<file path="config.mk">
export PLATFORM = sky130hd
export DESIGN_NAME = mem_stage
export DESIGN_NICKNAME = d
export VERILOG_FILES = /design/src/exu_pkg.sv /design/src/mem_stage.sv
export SDC_FILE = /design/constraint.sdc
export NUM_CORES = 1
export LEC_CHECK = 0
export ABC_CLOCK_PERIOD_IN_PS = 3700
export BUFFER_PORTS_ARGS = -buffer_cell sky130_fd_sc_hd__buf_2
export CAP_MARGIN = 20
export CORE_MARGIN = 5
export CORE_UTILIZATION = 40
export DETAILED_ROUTE_END_ITERATION = 7
export PLACE_DENSITY = 0.74
export SYNTH_ARGS = -nofsm -noshare
export SYNTH_HDL_FRONTEND = slang
export SYNTH_SLANG_ARGS = --single-unit
</file>
<file path="constraint.sdc">
create_clock -name clk -period 3.7 [get_ports clk]
set_input_delay 0.185 -clock clk [delete_from_list [all_inputs] [get_ports clk]]
set_output_delay 0.185 -clock clk [all_outputs]
set_load 0.02 [all_outputs]
</file>
<file path="src/exu_pkg.sv">
// shared width, ALU operation encoding and stage record types for the execute/memory slice
package exu_pkg;

	// data and address width
	localparam int XLEN = 32;

	// number of byte lanes in one data word
	localparam int LANES = XLEN / 8;

	////////////////////////////////////////////////////////////
	// ALU operations, one-hot, bit index per operation

	localparam int ALU_OP_W = 12;

	localparam int OP_ADD  = 0;
	localparam int OP_SUB  = 1;
	localparam int OP_SLT  = 2;
	localparam int OP_SLTU = 3;
	localparam int OP_AND  = 4;
	localparam int OP_OR   = 5;
	localparam int OP_NOR  = 6;
	localparam int OP_XOR  = 7;
	localparam int OP_SLL  = 8;
	localparam int OP_SRL  = 9;
	localparam int OP_SRA  = 10;
	localparam int OP_LUI  = 11;

	typedef logic [ALU_OP_W-1:0] alu_op_t;

	////////////////////////////////////////////////////////////
	// stage records

	// decoded instruction entering execute
	typedef struct packed {
		logic [XLEN-1:0] pc;
		logic [XLEN-1:0] alu_src1;
		logic [XLEN-1:0] alu_src2;
		alu_op_t         alu_op;
		logic [XLEN-1:0] store_data;
		logic [4:0]      rf_waddr;
		logic            mem_en;
		logic            mem_we;
		logic            mem_byte;
		logic            rf_we;
		logic            rf_from_mem;
	} id_to_exe_t;

	// execute result handed to the memory stage
	typedef struct packed {
		logic [XLEN-1:0]  pc;
		logic [XLEN-1:0]  alu_result;
		logic [4:0]       rf_waddr;
		logic [LANES-1:0] byte_en;
		logic             mem_byte;
		logic             rf_we;
		logic             rf_from_mem;
	} exe_to_mem_t;

	// writeback record presented to the register file side
	typedef struct packed {
		logic [XLEN-1:0] pc;
		logic            rf_we;
		logic [4:0]      rf_waddr;
		logic [XLEN-1:0] rf_wdata;
	} wb_t;

	// data RAM request, we is one bit per byte lane
	typedef struct packed {
		logic             en;
		logic [LANES-1:0] we;
		logic [XLEN-1:0]  addr;
		logic [XLEN-1:0]  wdata;
	} ram_req_t;

endpackage

</file>
<file path="src/mem_stage.sv">
// memory pipeline stage: holds one record, shapes load data and forms the writeback record
`timescale 1ns/100ps

module mem_stage import exu_pkg::*;
(
	input  logic            clk,
	input  logic            reset,

	// from execute
	input  logic            in_valid,
	input  exe_to_mem_t     in_rec,
	output logic            in_allow_in,

	// read data from the data RAM
	input  logic [XLEN-1:0] ram_rdata,

	// writeback side
	output logic            wb_valid,
	output wb_t             wb_rec,
	input  logic            wb_allow_in
);

	logic            mem_valid;
	exe_to_mem_t     mem_rec;
	logic [7:0]      load_byte;
	logic [XLEN-1:0] load_value;

	////////////////////////////////////////////////////////////
	// pipeline control

	assign in_allow_in = ~mem_valid | wb_allow_in;
	assign wb_valid    = mem_valid;

	always_ff @(posedge clk)
	begin
		if (reset)
			mem_valid <= 1'b0;
		else if (in_allow_in)
			mem_valid <= in_valid;
	end

	always_ff @(posedge clk)
	begin
		if (in_valid && in_allow_in)
			mem_rec <= in_rec;
	end

	////////////////////////////////////////////////////////////
	// load data

	// byte_en is one-hot from address bits 1:0 on byte accesses
	always_comb
	begin
		load_byte = '0;
		for (int lane = 0; lane < LANES; lane++)
		begin
			load_byte |= {8{mem_rec.byte_en[lane]}} & ram_rdata[lane*8 +: 8];
		end
	end

	// sign extend byte loads, words pass through
	assign load_value = mem_rec.mem_byte ? {{(XLEN-8){load_byte[7]}}, load_byte}
	                                     : ram_rdata;

	////////////////////////////////////////////////////////////
	// writeback record

	assign wb_rec.pc       = mem_rec.pc;
	assign wb_rec.rf_we    = mem_rec.rf_we;
	assign wb_rec.rf_waddr = mem_rec.rf_waddr;
	assign wb_rec.rf_wdata = mem_rec.rf_from_mem ? load_value : mem_rec.alu_result;

endmodule

</file>
Word-level counts from Yosys, hierarchy flattened

Cells that the tools add are included.
Widths: inputs -> output; s select.

Register bits after elaboration: 77
Bits of input ports: 112
Output and inout port bits: 72
Logic and storage cells: 20

Multiplexer cells: 2
Bitwise gates (word level): 9
Reduce and logical (&&, ||, !) cells: 1

Operators with widths:

| cell              | count |
|---|---|
| $mux 32           | 2 |
| $and 8x8->8       | 4 |
| $or 8x8->8        | 3 |
| $logic_and 1x1->1 | 1 |
| $not 1->1         | 1 |
| $or 1x1->1        | 1 |

Depth between registers and ports, before layout

Gate-level depths: netlist of run 1.

Depth after elaboration: 6
Gate-level depth with buffers: 6
Mapped depth without buffers: 3

Worst setup path after synthesis of run 1

OpenSTA, ideal clock, no wires.

Kind: register to register
From: register mem_valid (netlist: wb_valid)
To: register mem_rec[0] (netlist name), enable pin
Setup time: 442 ps
Arrival: 2,434 ps
Required time: 3,258 ps
Slack: 824 ps
Stages on the path, launching flop included: 3
Clock period less this slack: 2,876 ps
Cell sequence: dfxtp_1 -> nand2b_1 -> and2_1

Longest elaborated chain between the ends: 3

RTL lines:

| what                   | line            | source |
|---|---|---|
| from (decl)            | mem_stage.sv:23 | `logic mem_valid;` |
| from (signal assigned) | mem_stage.sv:39 | `mem_valid <= in_valid;` |
| $not 1->1              | mem_stage.sv:31 | `assign in_allow_in = ~mem_valid \| wb_allow_in;` |
| $or 1x1->1             | mem_stage.sv:31 |  |
| via in_allow_in        | mem_stage.sv:12 | `output logic in_allow_in,` |
| $logic_and 1x1->1      | mem_stage.sv:44 | `if (in_valid && in_allow_in)` |
| to (signal assigned)   | mem_stage.sv:45 | `mem_rec <= in_rec;` |
| to (decl)              | mem_stage.sv:24 | `exe_to_mem_t mem_rec;` |

The timed path passes the listed nets, and every way through them passes these cells.
A chain may end at the register's enable or synchronous reset.

==> flow_metrics.py, run 1 <==
metrics = {
    "clock_network": {
        "clock-root-buffer": "clkbuf_8",
        "clock_latency_ns": 0.34,
        "hold_buffers": 18,
        "cts_tree": "done",
        "clockBufferDepth": 2,
        "cts.sinks": 77,
        "ctsResizeCount": 0,
        "cts.reportedPaths.clkPinSlew_ns": 0.08,
        "post-cts-setup-buffer-count": 0,
        "numCtsBuffers": 9,
        "htreeDepth": 3,
    },
    "placement": {
        "portBuffers": 183,
        "place_ws_ns": 1.53,
        "dp_hpwl_um": 6060,
        "dp.cells": 460,
        "routabilityCongestion": 0.833,
    },
    "critical_path": {
        "crit_fanout": 25,
        "crit_path_end_kind": "output pin",
        "cp_cell_sequence": "a222oi_1 -> and4_1 -> nor2_1 -> buf_2",
        "critPathKind": "reg -> out",
        "arrival_ns": 2.39,
        "crit_slowest_cell": "and4_1",
        "critPathMaxStageDelay_ns": 0.82,
        "worstSetupStartpointType": "flop",
        "required_ns": 3.51,
    },
    "power_and_ir_drop": {
        "p_leak_uw": 0.00187,
        "ir_worst_vdd_mv": 0.390,
        "power_density_nw_per_um2": 459,
        "power.total_uw": 2020,
    },
    "global_route": {
        "grt_use_total_pct": 16.5,
        "grt.overflow.total": 0,
        "grt_pass1_vias": 2525,
        "grt_max_degree": 77,
        "antenna_found_initial": 4,
        "grt_first_pass_wirelength_um": 12600,
    },
    "synth": {
        "yosysTopAreaCellShare_pct": 71.3,
        "netlist_area_um2": 3200,
        "synth_nets": 338,
        "ys_ff_latch": 77,
        "synth_area_leader_cell": "edfxtp_1",
        "avgSynthCellArea_um2": 14.2,
        "ys_types": 17,
        "seq_area_frac_synth_pct": 72.0,
        "postSynthCellCount": 226,
        "ys_top_cells_by_area": "edfxtp_1 71%, buf_4 9.2%, o22ai_1 4.3%",
        "synth_warnings": 0,
    },
    "timing": {
        "slew_viol_final": 0,
        "rsz0062_at_grt": "no",
        "setup_viol": 0,
        "min_period_ns": 2.57,
        "final_hold_viol_count": 0,
        "clock_skew_ns": 0.0111,
        "finalWorstSetupSlack_ns": 1.13,
        "fmax_mhz": 388,
        "fin_crit_sh_pct": 69.6,
        "finalSetupTns_ns": 0,
        "worstMarginPinSlew_ns": 0.948,
        "hold_ws_ns": 0.0205,
        "relSlewSlack_pct": 36.8,
    },
    "route": {
        "detail-route-antenna-nets": 0,
        "drtIter0Drc": 133,
        "totalWireLength_um": 8460,
        "via_per_inst": 4.82,
        "wl_per_cell_um": 16.7,
        "first_pass_iters": 5,
        "drc_errors": 0,
        "vias": 2438,
    },
    "run_status": {
        "status": "finished clean",
    },
    "cells_and_area": {
        "finalNetCount": 511,
        "final_cells": 506,
        "regArea_um2": 2300,
        "syn2layout_area_growth_pct": 37.3,
        "n_fill_cell": 651,
        "drive_gt1_share_pct": 49.1,
        "multi_input_area_um2": 531,
    },
    "floorplanning": {
        "start_util_pct": 41.2,
        "die_y_um": 99.4,
        "chipWidth_um": 99.4,
        "die-area_um2": 9890,
        "ioPinCount": 184,
        "core_um2": 7770,
        "row_count": 32,
    },
    "min_path": {
        "min_path_type": "in -> reg",
    },
    "job": {
        "maxCapViolations": 0,
    },
}
-- layout by cell type (no fill, tap or decap) --
cell,count
a21oi_1,1
a211oi_1,3
nor2_1,35
o22ai_1,22
a31oi_1,7
dlygate4sd3_1,30
buf_2,183
and4_1,1
clkbuf_8,9
nand2_1,8
clkinv_2,1
dfxtp_1,1
and2_4,1
clkinvlp_4,1
bufinv_16,2
inv_1,1
edfxtp_1,76
a222oi_1,8
diode_2,1
buf_4,1
clkinv_1,1
nand2b_1,10
clkbuf_1,1
-- metrics by stage --
stage / cell area (µm²) / utilization (%)
floorplan: 3200 / -
global placement: 3890 / 50.0
detailed placement: 3890 / 50.0
CTS: 4270 / 55.0
global route: 4390 / 56.5
finish: 4390 / 56.6
-- worst max-delay path, delay by kind of cell, from the launching register on --
kind,cells,cell delay (ns)
and+or+nand+nor,2,0.97
DFF,1,0.52
AOI/OAI and AO/OA,1,0.34
buffers and inverters,1,0.21
-- area by class of cell --
| class | count | area share (%) |
|---|---|---|
| Antenna cell | 1 | 0.0569 |
| Clock buffer | 10 | 2.90 |
| Clock inverter | 5 | 1.74 |
| Inverter | 1 | 0.0854 |
| Multi-Input combinational cell | 96 | 12.1 |
| Sequential cell | 77 | 52.4 |
| Tap cell | 102 | 2.90 |
| Timing Repair Buffer | 214 | 27.8 |
-- worst paths after layout --
kind,endpoint,depth (start not counted),startpoint,slack (ns)
worst max-delay path,wb_rec[21],4,mem_rec[5]$_DFFE_PP_,1.13
worst min-delay path,mem_rec[15]$_DFFE_PP_,1,in_rec[15],0.02
worst max register to register,mem_rec[2]$_DFFE_PP_,2,wb_valid$_SDFFE_PP0N_,2.09
worst min register to register,wb_valid$_SDFFE_PP0N_,2,wb_valid$_SDFFE_PP0N_,0.52
-- synthesized netlist by cell type --
library cell and instances:
a222oi_1 8, nand2_1 8, edfxtp_1 76, and4_1 1, a31oi_1 7, dfxtp_1 1
buf_2 1, and2_1 1, clkbuf_1 9, nor2_1 35, buf_6 3, inv_1 1
o22ai_1 22, a211oi_1 3, nand2b_1 10, a21oi_1 1, buf_4 39
-- where the power goes --
group / leakage (µW) / internal [µW] / switching (µW)
Sequential: 0.000744 / 1020 / 19.3
Combinational: 0.00103 / 131 / 182
Clock: 0.0000998 / 373 / 293
Total: 0.00187 / 1520 / 494
-- flip-flops by register name, summed over array words and instances, names as in the netlist --
name / cells
wb_valid: 1
mem_rec: 38
wb_rec: 38
-- per-layer routing --
metal | share of wire (%) | track usage, % | up-vias
li1 | - | - | 1157
met1 | 36 | 17.9 | 1113
met2 | 49 | 28.0 | 145
met3 | 12 | 7.92 | 17
met4 | 1.6 | 6.30 | 6
met5 | 0.54 | 0 | -
-- cell families (layout without fill, tap and decap cells) --
family                 Yosys count  after routing  share of synthesized area, %
other                            0              1                             0
DFF                             77             77                          72.0
buffers and inverters           53            230                          11.5
AOI/OAI and AO/OA               41             41                          9.03
and+or+nand+nor                 55             55                          7.47
Power figures use the tool's default switching activity.
==> run 2: changes to the inputs <==
--- a/config.mk
+++ b/config.mk
@@ -5,13 +5,13 @@
 export SDC_FILE = /design/constraint.sdc
 export NUM_CORES = 1
 export LEC_CHECK = 0
-export ABC_CLOCK_PERIOD_IN_PS = 3700
+export ABC_CLOCK_PERIOD_IN_PS = 2350
 export BUFFER_PORTS_ARGS = -buffer_cell sky130_fd_sc_hd__buf_2
 export CAP_MARGIN = 20
 export CORE_MARGIN = 5
-export CORE_UTILIZATION = 40
+export CORE_UTILIZATION = 39
 export DETAILED_ROUTE_END_ITERATION = 7
-export PLACE_DENSITY = 0.74
+export PLACE_DENSITY = 0.75
 export SYNTH_ARGS = -nofsm -noshare
 export SYNTH_HDL_FRONTEND = slang
 export SYNTH_SLANG_ARGS = --single-unit
==> constraint.sdc (replaced) <==
create_clock -name clk -period 2.35 [get_ports clk]
set_input_delay 0.1175 -clock clk [delete_from_list [all_inputs] [get_ports clk]]
set_output_delay 0.1175 -clock clk [all_outputs]
set_load 0.02 [all_outputs]
==> flow_metrics.py, run 2 (synthesis gave the netlist of run 1 again) <==
metrics = {
    "job": {
        "maxCapViolations": 0,
    },
    "route": {
        "vias": 2667,
        "drc_errors": 0,
        "first_pass_iters": 6,
        "wl_per_cell_um": 17.7,
        "drtIter0Drc": 129,
        "detail-route-antenna-nets": 0,
        "via_per_inst": 4.76,
        "totalWireLength_um": 9930,
    },
    "critical_path": {
        "crit_fanout": 19,
        "crit_path_end_kind": "output pin",
        "cp_cell_sequence": "a222oi_1 -> and4_1 -> buf_12 -> nor2_1 -> buf_2",
        "critPathMaxStageDelay_ns": 0.51,
        "crit_slowest_cell": "edfxtp_1",
        "arrival_ns": 2.07,
        "critPathKind": "reg -> out",
        "crit_family": "flip-flops",
        "crit_buf_inv": 2,
        "worstSetupStartpointType": "flop",
        "required_ns": 2.23,
    },
    "placement": {
        "portBuffers": 183,
        "dp_hpwl_um": 6620,
        "routabilityCongestion": 0.783,
        "dp.cells": 466,
    },
    "global_route": {
        "grt_pass1_vias": 2907,
        "grt_use_total_pct": 19.8,
        "antenna_found_initial": 0,
        "grt.overflow.total": 0,
        "grt_max_degree": 44,
        "grt_first_pass_wirelength_um": 15200,
    },
    "floorplanning": {
        "core_um2": 8090,
        "start_util_pct": 39.5,
        "die_y_um": 101,
        "ioPinCount": 184,
        "row_count": 33,
        "die-area_um2": 10100,
        "chipWidth_um": 101,
    },
    "cells_and_area": {
        "syn2layout_area_growth_pct": 53.9,
        "final_common_cell": "buf_2",
        "drive_gt1_share_pct": 44.8,
        "mostFrequentLayoutCells": "183 x buf_2, 78 x dlygate4sd3_1, 76 x edfxtp_1",
        "finalNetCount": 562,
        "final_cells": 560,
        "diodes": 0,
    },
    "clock_network": {
        "clock_latency_ns": 0.34,
        "clockBufferDepth": 2,
        "cts.sinks": 77,
        "post-cts-setup-buffer-count": 0,
        "cts.reportedPaths.clkPinSlew_ns": 0.09,
        "htreeDepth": 3,
        "numCtsBuffers": 9,
        "clock-root-buffer": "clkbuf_8",
        "cts_tree": "done",
    },
    "timing": {
        "final_hold_viol_count": 0,
        "clock_skew_ns": 0.00459,
        "setup_viol": 0,
        "finalSetupTns_ns": 0,
        "rsz0062_at_grt": "no",
        "fmax_mhz": 457,
        "slew_viol_final": 0,
        "worstMarginPinSlew_ns": 0.475,
        "fin_crit_sh_pct": 93.2,
        "min_period_ns": 2.19,
        "relSlewSlack_pct": 68.3,
    },
    "power_and_ir_drop": {
        "p_leak_uw": 0.00210,
        "ir_worst_vdd_mv": 0.479,
        "power_density_nw_per_um2": 659,
    },
    "run_status": {
        "status": "finished clean",
    },
    "min_path": {
        "min_path_type": "in -> reg",
    },
}
[run 2: worst paths after layout]
path,cells after the start,startpoint,slack [ns],endpoint
max,5,mem_rec[5]$_DFFE_PP_,0.16,wb_rec[9]
min,2,in_valid,0.38,wb_rec[46]$_DFFE_PP_
max reg2reg,3,wb_valid$_SDFFE_PP0N_,0.78,wb_rec[48]$_DFFE_PP_
min reg2reg,2,wb_valid$_SDFFE_PP0N_,1.00,wb_rec[46]$_DFFE_PP_
[run 2: layer usage]
| layer | vias to the layer above | track usage [%] | wire length (µm) |
|---|---|---|---|
| li1 | 1254 | - | - |
| met1 | 1240 | 23.3 | 3830 |
| met2 | 157 | 32.9 | 4870 |
| met3 | 16 | 8.10 | 1090 |
| met4 | 0 | 6.74 | 143 |
| met5 | - | 0 | 0 |
[run 2: where the power goes]
group          switching [µW]  internal, µW  total, µW
Sequential               34.1          1600       1640
Combinational             313           267        580
Clock                     524           504       1030
[run 2: worst register-to-register path: stages (launching register included)]
cell	delay, ns
dfxtp_1	0.33
nand2b_1	0.13
and2_4	0.47
buf_12	0.32
[run 2: metrics by stage]
stage | hold WS (ns) | instance area, µm² | power [µW] | util (%) | setup WS, ns
after global placement | 0.276 | 3940 | 2130 | 48.7 | 0.614
after detailed placement | 0.275 | 3940 | 2140 | 48.7 | 0.547
after global routing | 0.382 | 4920 | 3390 | 60.9 | 0.0526
after floorplan | 0.187 | 3200 | 1960 | - | 0.299
after CTS | 0.361 | 4920 | 3260 | 60.9 | 0.150
final | 0.378 | 4920 | 3250 | 60.9 | 0.160
[run 2: area by class of cell]
class	count	area, µm²
repair buffers	265	1750
fillers	626	3170
inverters	1	3.75
flip-flops and latches	77	2300
clock buffers	9	124
multi-input cells	96	531
clock inverters	7	81.3
well taps	105	131
[run 2: timing repair]
action | 4_1_cts | 5_1_grt
hold buffers | 78 | 0
endpoints found under the hold margin | 77 | 0
resized for setup | 0 | 0
